--- src/logic/if_config.svh ---
/*
  Fixed constants of the fetch stage. Only word-aligned 32-bit instructions
  are handled, so the PC always steps by four bytes.
*/

`ifndef IF_CONFIG_SVH
`define IF_CONFIG_SVH

//////////////////////////////////////////////////////////////////////
// debug module entry points
//////////////////////////////////////////////////////////////////////

// entered on a debug halt request
`define IF_DM_HALT_ADDR   32'h1A110800
// entered on an exception while in debug mode
`define IF_DM_EXC_ADDR    32'h1A110808

// low bits forced to zero in the boot address and the mtvec base
`define IF_VEC_ALIGN_BITS 8
// bytes per instruction, no compressed support
`define IF_INSTR_BYTES    4

`endif

--- src/logic/if_pkg.sv ---
/*
  Types shared by the fetch stage blocks. The enum encodings are not part of
  any external interface and may be changed together with their users.
*/

package if_pkg;

  //////////////////////////////////////////////////////////////////////
  // data widths
  //////////////////////////////////////////////////////////////////////

  // byte address of an instruction
  typedef logic [31:0] addr_t;
  // raw instruction word as read from the bus
  typedef logic [31:0] instr_t;
  // interrupt number for vectored mode
  typedef logic [4:0]  irq_id_t;

  //////////////////////////////////////////////////////////////////////
  // selectors and states
  //////////////////////////////////////////////////////////////////////

  // source of the next PC on a redirect
  typedef enum logic [2:0] {
    PC_BOOT = 3'd0,
    PC_JUMP = 3'd1,
    PC_EXC  = 3'd2,
    PC_ERET = 3'd3,
    PC_DRET = 3'd4
  } pc_sel_e;

  // exception target within PC_EXC
  typedef enum logic [1:0] {
    EXC_PC_EXC     = 2'd0,
    EXC_PC_IRQ     = 2'd1,
    EXC_PC_DBD     = 2'd2,
    EXC_PC_DBG_EXC = 2'd3
  } exc_pc_sel_e;

  // fetch unit FSM
  typedef enum logic [2:0] {
    FETCH_IDLE  = 3'd0,
    FETCH_REQ   = 3'd1,
    FETCH_WAIT  = 3'd2,
    FETCH_FLUSH = 3'd3,
    FETCH_HOLD  = 3'd4
  } fetch_state_e;

endpackage

--- src/logic/if_fetch_unit.sv ---
/*
  One request in flight at most. A redirect before the grant keeps the old
  request on the bus until granted, then its response is swallowed.
  Nothing is fetched after reset until the first pc_set_i.
*/

`timescale 1ns/1ps
`include "if_config.svh"

module if_fetch_unit (
  input  logic           clk_i,
  input  logic           rst_ni,
  input  logic           pc_set_i,
  input  if_pkg::addr_t  fetch_addr_n_i,
  input  logic           instr_accept_i,
  output logic           instr_req_o,
  output if_pkg::addr_t  instr_addr_o,
  input  logic           instr_gnt_i,
  input  logic           instr_rvalid_i,
  input  if_pkg::instr_t instr_rdata_i,
  input  logic           instr_err_i,
  output logic           fetch_valid_o,
  output if_pkg::instr_t fetch_rdata_o,
  output if_pkg::addr_t  fetch_addr_o,
  output logic           fetch_err_o,
  output logic           busy_o
);

  if_pkg::fetch_state_e state_q, state_d;
  // set when a redirect hits a request that is not granted yet
  logic                 stale_q, stale_d;
  logic                 load_req;
  if_pkg::addr_t        load_addr;
  // address on the bus, and of the item in the holding register
  if_pkg::addr_t        req_addr_q;
  // pending redirect target while a stale response is owed
  if_pkg::addr_t        redir_addr_q;
  if_pkg::addr_t        seq_addr;
  if_pkg::instr_t       rdata_q;
  logic                 err_q;

  assign seq_addr = req_addr_q + if_pkg::addr_t'(`IF_INSTR_BYTES);

  //////////////////////////////////////////////////////////////////////
  // FSM
  //////////////////////////////////////////////////////////////////////

  always_comb begin
    state_d   = state_q;
    stale_d   = stale_q;
    load_req  = 1'b0;
    load_addr = fetch_addr_n_i;
    unique case (state_q)
      if_pkg::FETCH_IDLE: begin
        if (pc_set_i) begin
          state_d  = if_pkg::FETCH_REQ;
          load_req = 1'b1;
        end
      end
      if_pkg::FETCH_REQ: begin
        // address stays put until granted, stale or not
        if (instr_gnt_i) begin
          state_d = (pc_set_i || stale_q) ? if_pkg::FETCH_FLUSH : if_pkg::FETCH_WAIT;
          stale_d = 1'b0;
        end else if (pc_set_i) begin
          stale_d = 1'b1;
        end
      end
      if_pkg::FETCH_WAIT: begin
        if (instr_rvalid_i && pc_set_i) begin
          // response dropped right here, restart at once
          state_d  = if_pkg::FETCH_REQ;
          load_req = 1'b1;
        end else if (instr_rvalid_i) begin
          state_d = if_pkg::FETCH_HOLD;
        end else if (pc_set_i) begin
          state_d = if_pkg::FETCH_FLUSH;
        end
      end
      if_pkg::FETCH_FLUSH: begin
        if (instr_rvalid_i) begin
          state_d   = if_pkg::FETCH_REQ;
          load_req  = 1'b1;
          load_addr = pc_set_i ? fetch_addr_n_i : redir_addr_q;
        end
      end
      if_pkg::FETCH_HOLD: begin
        // redirect discards the held item, even if accepted now
        if (pc_set_i) begin
          state_d  = if_pkg::FETCH_REQ;
          load_req = 1'b1;
        end else if (instr_accept_i) begin
          state_d   = if_pkg::FETCH_REQ;
          load_req  = 1'b1;
          load_addr = seq_addr;
        end
      end
      default: state_d = if_pkg::FETCH_IDLE;
    endcase
  end

  always_ff @(posedge clk_i or negedge rst_ni) begin
    if (!rst_ni) begin
      state_q    <= if_pkg::FETCH_IDLE;
      stale_q    <= 1'b0;
      req_addr_q <= '0;
    end else begin
      state_q <= state_d;
      stale_q <= stale_d;
      if (load_req) begin
        req_addr_q <= load_addr;
      end
    end
  end

  // response holding register and redirect target
  always_ff @(posedge clk_i) begin
    if (pc_set_i) begin
      redir_addr_q <= fetch_addr_n_i;
    end
    if (state_q == if_pkg::FETCH_WAIT && instr_rvalid_i) begin
      rdata_q <= instr_rdata_i;
      err_q   <= instr_err_i;
    end
  end

  //////////////////////////////////////////////////////////////////////
  // outputs
  //////////////////////////////////////////////////////////////////////

  assign instr_req_o   = (state_q == if_pkg::FETCH_REQ);
  assign instr_addr_o  = req_addr_q;
  assign fetch_valid_o = (state_q == if_pkg::FETCH_HOLD);
  assign fetch_rdata_o = rdata_q;
  assign fetch_addr_o  = req_addr_q;
  assign fetch_err_o   = err_q;
  assign busy_o        = (state_q == if_pkg::FETCH_REQ) ||
                         (state_q == if_pkg::FETCH_WAIT) ||
                         (state_q == if_pkg::FETCH_FLUSH);

endmodule

--- src/logic/if_id_reg.sv ---
/*
  IF-ID boundary. Data, error and PC registers only change on an accept, so
  they are frozen while ID stalls. Valid holds until explicitly cleared.
*/

`timescale 1ns/1ps

module if_id_reg (
  input  logic           clk_i,
  input  logic           rst_ni,
  input  logic           fetch_valid_i,
  input  if_pkg::instr_t fetch_rdata_i,
  input  if_pkg::addr_t  fetch_addr_i,
  input  logic           fetch_err_i,
  input  logic           id_in_ready_i,
  input  logic           pc_set_i,
  input  logic           instr_valid_clear_i,
  output logic           instr_accept_o,
  output logic           instr_valid_id_o,
  output logic           instr_new_id_o,
  output if_pkg::instr_t instr_rdata_id_o,
  output logic           instr_fetch_err_o,
  output if_pkg::addr_t  pc_id_o
);

  logic accept;
  logic valid_d, valid_q;
  logic new_q;

  // handshake between fetch output and ID
  assign accept         = fetch_valid_i & id_in_ready_i;
  assign instr_accept_o = accept;

  // a redirect in the accept cycle squashes the instruction
  // but new still pulses for that transfer
  assign valid_d = (accept & ~pc_set_i) | (valid_q & ~instr_valid_clear_i);

  //////////////////////////////////////////////////////////////////////
  // flags
  //////////////////////////////////////////////////////////////////////

  always_ff @(posedge clk_i or negedge rst_ni) begin
    if (!rst_ni) begin
      valid_q <= 1'b0;
      new_q   <= 1'b0;
    end else begin
      valid_q <= valid_d;
      new_q   <= accept;
    end
  end

  assign instr_valid_id_o = valid_q;
  assign instr_new_id_o   = new_q;

  //////////////////////////////////////////////////////////////////////
  // pipeline registers
  //////////////////////////////////////////////////////////////////////

  always_ff @(posedge clk_i) begin
    if (accept) begin
      instr_rdata_id_o  <= fetch_rdata_i;
      instr_fetch_err_o <= fetch_err_i;
      pc_id_o           <= fetch_addr_i;
    end
  end

endmodule

--- src/logic/if_pc_check.sv ---
/*
  Flags a fetch output whose PC is not the ID PC plus 4 while the stream is
  sequential. Any redirect ends the sequence until the next accept.
*/

`timescale 1ns/1ps
`include "if_config.svh"

module if_pc_check (
  input  logic          clk_i,
  input  logic          rst_ni,
  input  logic          pc_set_i,
  input  logic          instr_accept_i,
  input  logic          fetch_valid_i,
  input  if_pkg::addr_t fetch_addr_i,
  input  if_pkg::addr_t pc_id_i,
  output logic          pc_mismatch_alert_o
);

  logic          seq_q;
  if_pkg::addr_t pc_expected;

  // sequence starts with an accepted instruction, no check after reset
  always_ff @(posedge clk_i or negedge rst_ni) begin
    if (!rst_ni) begin
      seq_q <= 1'b0;
    end else begin
      seq_q <= (seq_q | instr_accept_i) & ~pc_set_i;
    end
  end

  assign pc_expected = pc_id_i + if_pkg::addr_t'(`IF_INSTR_BYTES);

  // only meaningful while fetch presents an item
  assign pc_mismatch_alert_o = seq_q & fetch_valid_i & (fetch_addr_i != pc_expected);

endmodule

--- src/logic/if_pc_select.sv ---
/*
  Purely combinational. The boot address and mtvec lose their low 8 bits,
  and the selected PC always has its two low bits cleared.
*/

`timescale 1ns/1ps
`include "if_config.svh"

module if_pc_select (
  input  logic                pc_set_i,
  input  if_pkg::pc_sel_e     pc_mux_i,
  input  if_pkg::exc_pc_sel_e exc_pc_mux_i,
  input  if_pkg::irq_id_t     exc_cause_i,
  input  if_pkg::addr_t       boot_addr_i,
  input  if_pkg::addr_t       branch_target_ex_i,
  input  if_pkg::addr_t       csr_mepc_i,
  input  if_pkg::addr_t       csr_depc_i,
  input  if_pkg::addr_t       csr_mtvec_i,
  output if_pkg::addr_t       fetch_addr_n_o,
  output logic                csr_mtvec_init_o
);

  if_pkg::addr_t mtvec_base;
  if_pkg::addr_t boot_base;
  if_pkg::addr_t irq_offset;
  if_pkg::addr_t exc_pc;
  if_pkg::addr_t next_pc;

  // trap and boot bases, aligned to the vector table size
  assign mtvec_base = {csr_mtvec_i[31:`IF_VEC_ALIGN_BITS], {`IF_VEC_ALIGN_BITS{1'b0}}};
  assign boot_base  = {boot_addr_i[31:`IF_VEC_ALIGN_BITS], {`IF_VEC_ALIGN_BITS{1'b0}}};

  // one table entry per interrupt line, 4 bytes each
  assign irq_offset = {25'd0, exc_cause_i, 2'b00};

  // exception vector
  always_comb begin
    unique case (exc_pc_mux_i)
      if_pkg::EXC_PC_EXC:     exc_pc = mtvec_base;
      if_pkg::EXC_PC_IRQ:     exc_pc = mtvec_base + irq_offset;
      if_pkg::EXC_PC_DBD:     exc_pc = `IF_DM_HALT_ADDR;
      if_pkg::EXC_PC_DBG_EXC: exc_pc = `IF_DM_EXC_ADDR;
      default:                exc_pc = mtvec_base;
    endcase
  end

  // next fetch address
  always_comb begin
    unique case (pc_mux_i)
      if_pkg::PC_BOOT: next_pc = boot_base;
      if_pkg::PC_JUMP: next_pc = branch_target_ex_i;
      if_pkg::PC_EXC:  next_pc = exc_pc;
      if_pkg::PC_ERET: next_pc = csr_mepc_i;
      if_pkg::PC_DRET: next_pc = csr_depc_i;
      default:         next_pc = boot_base;
    endcase
  end

  // word alignment of every fetch
  assign fetch_addr_n_o = {next_pc[31:2], 2'b00};

  // CSR file loads mtvec from the boot address on a boot redirect
  assign csr_mtvec_init_o = pc_set_i & (pc_mux_i == if_pkg::PC_BOOT);

endmodule

--- src/logic/if_stage.sv ---
/*
  Fetch stage top level. The boot address must be 256-byte aligned, only
  32-bit aligned instructions are supported, and nothing is fetched before
  the first pc_set_i.
*/

`timescale 1ns/1ps

module if_stage (
  input  logic                clk_i,
  input  logic                rst_ni,
  input  if_pkg::addr_t       boot_addr_i,
  // controller
  input  logic                pc_set_i,
  input  if_pkg::pc_sel_e     pc_mux_i,
  input  if_pkg::exc_pc_sel_e exc_pc_mux_i,
  input  if_pkg::irq_id_t     exc_cause_i,
  input  if_pkg::addr_t       branch_target_ex_i,
  input  if_pkg::addr_t       csr_mepc_i,
  input  if_pkg::addr_t       csr_depc_i,
  input  if_pkg::addr_t       csr_mtvec_i,
  input  logic                id_in_ready_i,
  input  logic                instr_valid_clear_i,
  // instruction bus
  output logic                instr_req_o,
  output if_pkg::addr_t       instr_addr_o,
  input  logic                instr_gnt_i,
  input  logic                instr_rvalid_i,
  input  if_pkg::instr_t      instr_rdata_i,
  input  logic                instr_err_i,
  // towards ID
  output logic                instr_valid_id_o,
  output logic                instr_new_id_o,
  output if_pkg::instr_t      instr_rdata_id_o,
  output logic                instr_fetch_err_o,
  output if_pkg::addr_t       pc_id_o,
  output if_pkg::addr_t       pc_if_o,
  // misc
  output logic                csr_mtvec_init_o,
  output logic                pc_mismatch_alert_o,
  output logic                if_busy_o
);

  if_pkg::addr_t  fetch_addr_n;
  logic           fetch_valid;
  if_pkg::instr_t fetch_rdata;
  if_pkg::addr_t  fetch_addr;
  logic           fetch_err;
  logic           instr_accept;

  // PC of the item waiting at the fetch output
  assign pc_if_o = fetch_addr;

  if_pc_select u_pc_select (
    .pc_set_i           (pc_set_i),
    .pc_mux_i           (pc_mux_i),
    .exc_pc_mux_i       (exc_pc_mux_i),
    .exc_cause_i        (exc_cause_i),
    .boot_addr_i        (boot_addr_i),
    .branch_target_ex_i (branch_target_ex_i),
    .csr_mepc_i         (csr_mepc_i),
    .csr_depc_i         (csr_depc_i),
    .csr_mtvec_i        (csr_mtvec_i),
    .fetch_addr_n_o     (fetch_addr_n),
    .csr_mtvec_init_o   (csr_mtvec_init_o)
  );

  if_fetch_unit u_fetch_unit (
    .clk_i          (clk_i),
    .rst_ni         (rst_ni),
    .pc_set_i       (pc_set_i),
    .fetch_addr_n_i (fetch_addr_n),
    .instr_accept_i (instr_accept),
    .instr_req_o    (instr_req_o),
    .instr_addr_o   (instr_addr_o),
    .instr_gnt_i    (instr_gnt_i),
    .instr_rvalid_i (instr_rvalid_i),
    .instr_rdata_i  (instr_rdata_i),
    .instr_err_i    (instr_err_i),
    .fetch_valid_o  (fetch_valid),
    .fetch_rdata_o  (fetch_rdata),
    .fetch_addr_o   (fetch_addr),
    .fetch_err_o    (fetch_err),
    .busy_o         (if_busy_o)
  );

  if_id_reg u_id_reg (
    .clk_i               (clk_i),
    .rst_ni              (rst_ni),
    .fetch_valid_i       (fetch_valid),
    .fetch_rdata_i       (fetch_rdata),
    .fetch_addr_i        (fetch_addr),
    .fetch_err_i         (fetch_err),
    .id_in_ready_i       (id_in_ready_i),
    .pc_set_i            (pc_set_i),
    .instr_valid_clear_i (instr_valid_clear_i),
    .instr_accept_o      (instr_accept),
    .instr_valid_id_o    (instr_valid_id_o),
    .instr_new_id_o      (instr_new_id_o),
    .instr_rdata_id_o    (instr_rdata_id_o),
    .instr_fetch_err_o   (instr_fetch_err_o),
    .pc_id_o             (pc_id_o)
  );

  if_pc_check u_pc_check (
    .clk_i               (clk_i),
    .rst_ni              (rst_ni),
    .pc_set_i            (pc_set_i),
    .instr_accept_i      (instr_accept),
    .fetch_valid_i       (fetch_valid),
    .fetch_addr_i        (fetch_addr),
    .pc_id_i             (pc_id_o),
    .pc_mismatch_alert_o (pc_mismatch_alert_o)
  );

endmodule
--- config.mk ---
export PLATFORM = sky130hd
export DESIGN_NAME = if_stage
export DESIGN_NICKNAME = d
export VERILOG_FILES = /design/src/logic/if_pkg.sv /design/src/logic/if_fetch_unit.sv /design/src/logic/if_id_reg.sv /design/src/logic/if_pc_check.sv /design/src/logic/if_pc_select.sv /design/src/logic/if_stage.sv
export VERILOG_INCLUDE_DIRS = /design/src /design/src/logic
export SDC_FILE = /design/constraint.sdc
export NUM_CORES = 1
export LEC_CHECK = 0
export ABC_AREA = 1
export BUFFER_PORTS_ARGS = -buffer_cell sky130_fd_sc_hd__buf_4
export CORE_UTILIZATION = 29
export DETAILED_ROUTE_END_ITERATION = 8
export GPL_TIMING_DRIVEN = 0
export SYNTH_ARGS = -nofsm -noshare
export SYNTH_HDL_FRONTEND = slang
export SYNTH_SLANG_ARGS = --single-unit
--- constraint.sdc ---
create_clock -name clk_i -period 3.7 [get_ports clk_i]
set_input_delay 0.74 -clock clk_i [delete_from_list [all_inputs] [get_ports clk_i]]
set_output_delay 0.74 -clock clk_i [all_outputs]
set_load 0.05 [all_outputs]
==> results.cfg, run 1 <==
[sta]
setup_viol = 0
final.min_clock_period_ps = 3486
fin_worst_skew_ps = 7.800
fin_hold_ws_ps = 299.4
slew_headroom_pct = 36.24
max_clock_freq_mhz = 286.8
tns_ps = 0
rsz0062_at_grt = false
worst_slack_ps = 213.7
fin_crit_sh_pct = 94.23
worst_slew_pin_slew_ps = 954.1
hold_viol_final = 0
report.final.slew_viol_count = 0

[synthesis]
synth_adder_area_share_pct = 0.2641
syn_avg_cell_area_um2 = 8.002
syn_nets = 1396
netlist_instances = 1184
yosys.area_share.simple_pct = 27.85
ys_warn_count = 0
ys_ff_latch = 169
synthesis.area_mm2 = 0.009474
synth_xor_area_share_pct = 4.900
synth_cell_types = 49
synth_top_area_share_pct = 31.06
synthMuxAreaShare_pct = 0.1057
synth_area_leader_cell = edfxtp_1
synth_top_family_by_area = simple AND/OR/NAND/NOR gates
synth_top_flop_cell = edfxtp_1
synth_area_leaders = edfxtp_1, nand2_1, dfrtp_1, dfxtp_1, nand3_1
yosysSeqAreaShare_pct = 48.12
synth-compound-area-share_pct = 9.601
yosys-top-cells-count = nand2_1, inv_1, edfxtp_1
synth-edff-count = 98
synth_most_common_cell = nand2_1
async_flop_share_pct = 23.08

[cts]
cts-buffers-inserted = 17
h-tree-depth = 4
cts_tree = done
worstSkewPairLatency_ps = 430
ctsRootBufferMaster = clkbuf_16
cts.sinks = 169
clockBufferDepth = 2
clk_pin_slew_ps = 70

[power]
power_frac_seq_pct = 33.3
p_total_mw = 8.703
power.internal_mw = 4.756
switchingPower_mw = 3.948
p_comb_share_pct = 46.6
swShare_pct = 45.36
p_leak_nw = 5.897
power_density_mw_per_mm2 = 666.1
vdd_drop_max_mv = 0.3263
p_clk_share_pct = 20.1

[critical_path]
critPathKind = flop to output pin
crit_fanout = 7
r2r-end = u_fetch_unit.fetch_addr_o[30]
crit_path_start_kind = flop
r2r-start = u_fetch_unit.fetch_addr_o[3]
reg2regPathDepth = 14
crit_arrival_ps = 2750
cp-endpoint = pc_mismatch_alert_o
rrSetupSlack_ps = 1150
required_ps = 2960
cp-startpoint = u_id_reg.pc_id_o[2]
end_kind = output pin

[routing]
drt_wl_total_um = 34230
num_vias = 9318
antenna_left = 0
wire_per_inst_um = 17.33
drc = 0
drt-vias-per-instance = 4.718
drt-initial-drc-count = 708
first_pass_iters = 5

[placement]
dp_hpwl_um = 27710
numPortBuffers = 321
dp_cells = 1941
place_area_mm2 = 0.01246
place_ws_ps = 457.7
gp_congestion = 0.9240

[finish]
antenna_cells = 0
layout.nets = 1739
n_fill_cell = 3282
final_cells = 1975
final_core_util_pct = 40.99
areaGrowthSynthToFinish_pct = 37.92
fin_area_mm2 = 0.01307
drive_gt1_share_pct = 29.61

[floorplanning]
rows = 65
dieHeight_um = 182.7
start_util_pct = 29.72
fp.coreArea_mm2 = 0.03188
die_w_um = 182.7
io_pins = 345
die-area_mm2 = 0.03340

[global_routing]
grt_first_pass_wirelength_um = 51690
overflow = 0
grt_usage_pct = 20.68
grt_start_max_net_pins = 40
first_global_vias = 9106
grt_antenna_before_repair = 0

[flow_run]
cap_violations = 0

[worst_hold_path]
hp-class = primary input to async pin

[outcome]
status = complete, no violations
## power groups by stage
stage | Combinational [mW] | Clock (mW) | Sequential [mW]
floorplan | 2.28 | 0 | 3.33
CTS | 4.06 | 1.79 | 2.91
global placement | 4.02 | 0 | 2.94
finish | 4.06 | 1.75 | 2.90
global route | 4.38 | 1.86 | 2.97
detailed placement | 4.05 | 0 | 2.95
## how the worst min path moves through the flow
| stage | start | cells past startpoint | end |
|---|---|---|---|
| final | rst_ni | 1 | u_fetch_unit.fetch_addr_o[20] |
| after global routing | rst_ni | 1 | u_fetch_unit.fetch_addr_o[20] |
| after CTS | rst_ni | 1 | u_fetch_unit.fetch_addr_o[3] |
| after detailed placement | u_fetch_unit.fetch_rdata_o[13] | 0 | u_id_reg.instr_rdata_id_o[13] |
| after global placement | u_fetch_unit.fetch_rdata_o[24] | 0 | u_id_reg.instr_rdata_id_o[24] |
| after floorplan | u_fetch_unit.redir_addr_q[1] | 2 | u_fetch_unit.redir_addr_q[1] |
## repair_timing
| action | 4_1_cts | 5_1_grt |
|---|---|---|
| setup endpoints to repair | 1 | 1 |
| hold buffers | 0 | 0 |
| pin swaps | 0 | 2 |
| setup buffers | 0 | 2 |
| hold endpoints to repair | 0 | 0 |
| gates resized for setup | 1 | 4 |
## layout by cell type, fill, tap and decap left out, drive strengths merged, types with 9 or more instances in the layout
cell	count
buf	382
o22ai	19
nand3	82
nand4	24
xor2	35
o211ai	13
dfrtp	39
or2	17
nand2	364
dfxtp	32
nor2	92
clkbuf	31
nor3	15
clkinv	9
o21ai	88
a21oi	29
nand3b	10
edfxtp	98
xnor2	18
inv	118
## layer usage
layer | track usage, % | wire length, µm
met5 | 0 | 0
met3 | 3.495 | 2140
met4 | 7.697 | 963
met1 | 24.73 | 13910
met2 | 37.01 | 17210
## critical path, cell delays in order, from the launching register on
cell      delay [ps]
edfxtp_1         410
ha_2             250
nand2_1           60
nor2_1           170
nand4_1          200
nor2_4           240
nand3_1          100
nand2_1           80
nand2_1           50
nor2_1            80
nand2_1           60
nor2_1           140
nand3_1          150
nand2_1          110
inv_1             50
buf_4            180
## registers in the layout, summed over array words and instances (netlist names)
signal	count
u_fetch_unit.stale_q	1
u_fetch_unit.redir_addr_q	32
u_id_reg.pc_id_o	32
u_fetch_unit.state_q	3
u_pc_check.seq_q	1
u_id_reg.instr_valid_id_o	1
u_id_reg.instr_rdata_id_o	32
u_id_reg.instr_fetch_err_o	1
u_fetch_unit.fetch_err_o	1
u_fetch_unit.fetch_addr_o	32
u_fetch_unit.fetch_rdata_o	32
u_id_reg.instr_new_id_o	1
## logic make-up (layout without fill, tap and decap cells)
family | count (synthesis) | count (layout)
AND/OR/NAND/NOR | 609 | 609
flip-flops | 169 | 169
adder cells (fa/ha/maj) | 2 | 2
multiplexers | 1 | 1
buffers and inverters | 187 | 543
AO/OA/AOI/OAI | 163 | 163
XOR/XNOR | 53 | 53
## area by class of cell
cell class / instances / area [µm²] / share of cell area (%)
Clock inverter: 14 / 146.4 / 1.120
Sequential cell: 169 / 4559 / 34.89
Clock buffer: 18 / 429.2 / 3.284
Multi-Input combinational cell: 828 / 4075 / 31.19
Buffer: 71 / 427.9 / 3.275
Tap cell: 435 / 544.3 / 4.165
Inverter: 116 / 439.2 / 3.361
Timing Repair Buffer: 324 / 2445 / 18.71
(Power assumes the default switching activity.)
==> inputs of run 2 (changes only) <==
--- a/config.mk
+++ b/config.mk
@@ -11,6 +11,7 @@
 export CORE_UTILIZATION = 29
 export DETAILED_ROUTE_END_ITERATION = 8
 export GPL_TIMING_DRIVEN = 0
+export MAX_ROUTING_LAYER = met4
 export SYNTH_ARGS = -nofsm -noshare
 export SYNTH_HDL_FRONTEND = slang
 export SYNTH_SLANG_ARGS = --single-unit
==> run 2 against run 1 <==
Sequential share of layout area is 0.057 points lower. Final cell count is 0.20% higher. Clock power is 2% lower. First-iteration DRC count is 4.9% lower. Via count hardly changed. Worst setup slack worse by 3.7 ps. Highest routed layer unchanged. Largest cell class unchanged. Combinational power hardly changed.
==> results.cfg, run 2 (synthesis results as in run 1) <==
[critical_path]
critPathKind = flop to output pin
cp-startpoint = u_id_reg.pc_id_o[2]
required_ps = 2960
crit_top_cell = nand2_1
critical_path.max_stage_delay_ps = 420
cpMaxStageDelayCell = edfxtp_1
r2r-end = u_fetch_unit.fetch_addr_o[30]
crit_path_start_kind = flop
reg2regPathDepth = 14
end_kind = output pin
crit_arrival_ps = 2750
r2r-start = u_fetch_unit.fetch_addr_o[3]
path_cells = ha_1 > nand2_1 > nor2_2 > nand4_1 > nor2_4 > buf_4 > nand3_1 > a21oi_1 > nand2_1 > nor2_1 > nand3_1 > nand2_1 > inv_1 > buf_4
crit_fanout = 6
rrSetupSlack_ps = 1150

[floorplanning]
dieHeight_um = 182.7
io_pins = 345
start_util_pct = 29.72
die-area_mm2 = 0.03340
rows = 65
fp.coreArea_mm2 = 0.03188
die_w_um = 182.7

[placement]
numPortBuffers = 321
gp_congestion = 0.9460
dp_hpwl_um = 27730
place_area_mm2 = 0.01246

[routing]
drt-vias-per-instance = 4.707
drt_wl_total_um = 34480
drt-initial-drc-count = 673
first_pass_iters = 6
num_vias = 9316
wire_per_inst_um = 17.42
antenna_left = 0
drc = 0

[worst_hold_path]
hp-class = primary input to async pin

[finish]
final_core_util_pct = 41.05
antenna_cells = 0
layout.nets = 1743
drive_gt1_share_pct = 29.86
fin_area_mm2 = 0.01309
n_fill_cell = 3301
final_common_cell = nand2_1
areaGrowthSynthToFinish_pct = 38.14
final_cell_mix = nand2_1, buf_4, inv_1, edfxtp_1, nand3_1

[global_routing]
first_global_vias = 8922
grt_antenna_before_repair = 0
grt_first_pass_wirelength_um = 51190
grt_usage_pct = 21.11
grt_start_max_net_pins = 67
overflow = 0

[cts]
ctsRootBufferMaster = clkbuf_16
cts.sinks = 169
clockBufferDepth = 2
worstSkewPairLatency_ps = 430
hold_buffers = 0
h-tree-depth = 4
clk_pin_slew_ps = 70
cts-buffers-inserted = 17
cts_tree = done

[sta]
setup_viol = 0
fin_worst_skew_ps = 8.876
worst_slew_pin_slew_ps = 852.6
slew_headroom_pct = 43.16
fin_hold_ws_ps = 275.6
final.min_clock_period_ps = 3490
tns_ps = 0
report.final.slew_viol_count = 0
fin_crit_sh_pct = 94.33
max_clock_freq_mhz = 286.5
hold_viol_final = 0

[power]
vdd_drop_max_mv = 0.3512
p_leak_nw = 5.907
power_density_mw_per_mm2 = 662.9

[outcome]
status = complete, no violations

[flow_run]
cap_violations = 0
==> run 2: cell count changes in the layout (fill, tap and decap cells not counted), sizes merged <==
| cell | previous run | this run |
|---|---|---|
| nor2 | 92 | 93 |
| clkbuf | 31 | 34 |
| clkinv | 9 | 4 |
| inv | 118 | 121 |
| bufinv | 2 | 1 |
| buf | 382 | 385 |
==> run 2: report_power, final <==
part	switching (mW)	internal, mW	total [mW]
clock	0.756	0.957	1.71
sequential	0.551	2.35	2.90
combinational	2.65	1.41	4.06
==> run 2: area by class of cell <==
type / instances / area [µm²] / share of cell area, %
Buffer: 71 / 427.9 / 3.270
Inverter: 116 / 441.7 / 3.375
Clock inverter: 11 / 110.1 / 0.8413
Sequential cell: 169 / 4559 / 34.84
Multi-Input combinational cell: 829 / 4086 / 31.22
Timing Repair Buffer: 327 / 2467 / 18.85
Tap cell: 435 / 544.3 / 4.159
Clock buffer: 21 / 450.4 / 3.442
==> run 2: worst max path at each step <==
| stage | endpoint | cells after the start |
|---|---|---|
| 2_1_floorplan | csr_mtvec_init_o | 5 |
| 3_3_place_gp | u_fetch_unit.fetch_rdata_o[10] | 3 |
| 3_5_place_dp | pc_mismatch_alert_o | 15 |
| 4_1_cts | pc_mismatch_alert_o | 15 |
| 5_1_grt | pc_mismatch_alert_o | 15 |
| 6_report | pc_mismatch_alert_o | 14 |
==> run 2: metal layers <==
layer / track usage (%) / routed length, µm / vias up
met2: 35.79 / 17100 / 411
li1: - / - / 4577
met3: 3.197 / 2050 / 60
met5: - / 0 / -
met4: 9.244 / 1194 / 0
met1: 24.79 / 14130 / 4268
==> run 2: repair_timing <==
action                                  4_1_cts  5_1_grt
gates resized for setup                       1        5
setup buffers                                 0        5
cloned                                        0        1
endpoints found under the setup margin        1        1
pin swaps                                     0        2
==> run 2: worst max-delay path: cells and delay by family (launching register included) <==
kind            cells  cell delay [ps]
flops               1              420
buf+inv             3              360
fa+ha+maj           1              260
compound gates      1              160
simple gates        9             1120
==> run 2: per-stage QoR <==
step / setup WS [ps] / std cells / power (mW)
after global placement: 228.4 / 1940 / 6.959
after detailed placement: 447.7 / 1941 / 7.005
after floorplan: 453.7 / 1184 / 5.611
after global routing: -22.27 / 1979 / 9.140
final: 209.9 / 1979 / 8.676
after CTS: 84.81 / 1973 / 8.729
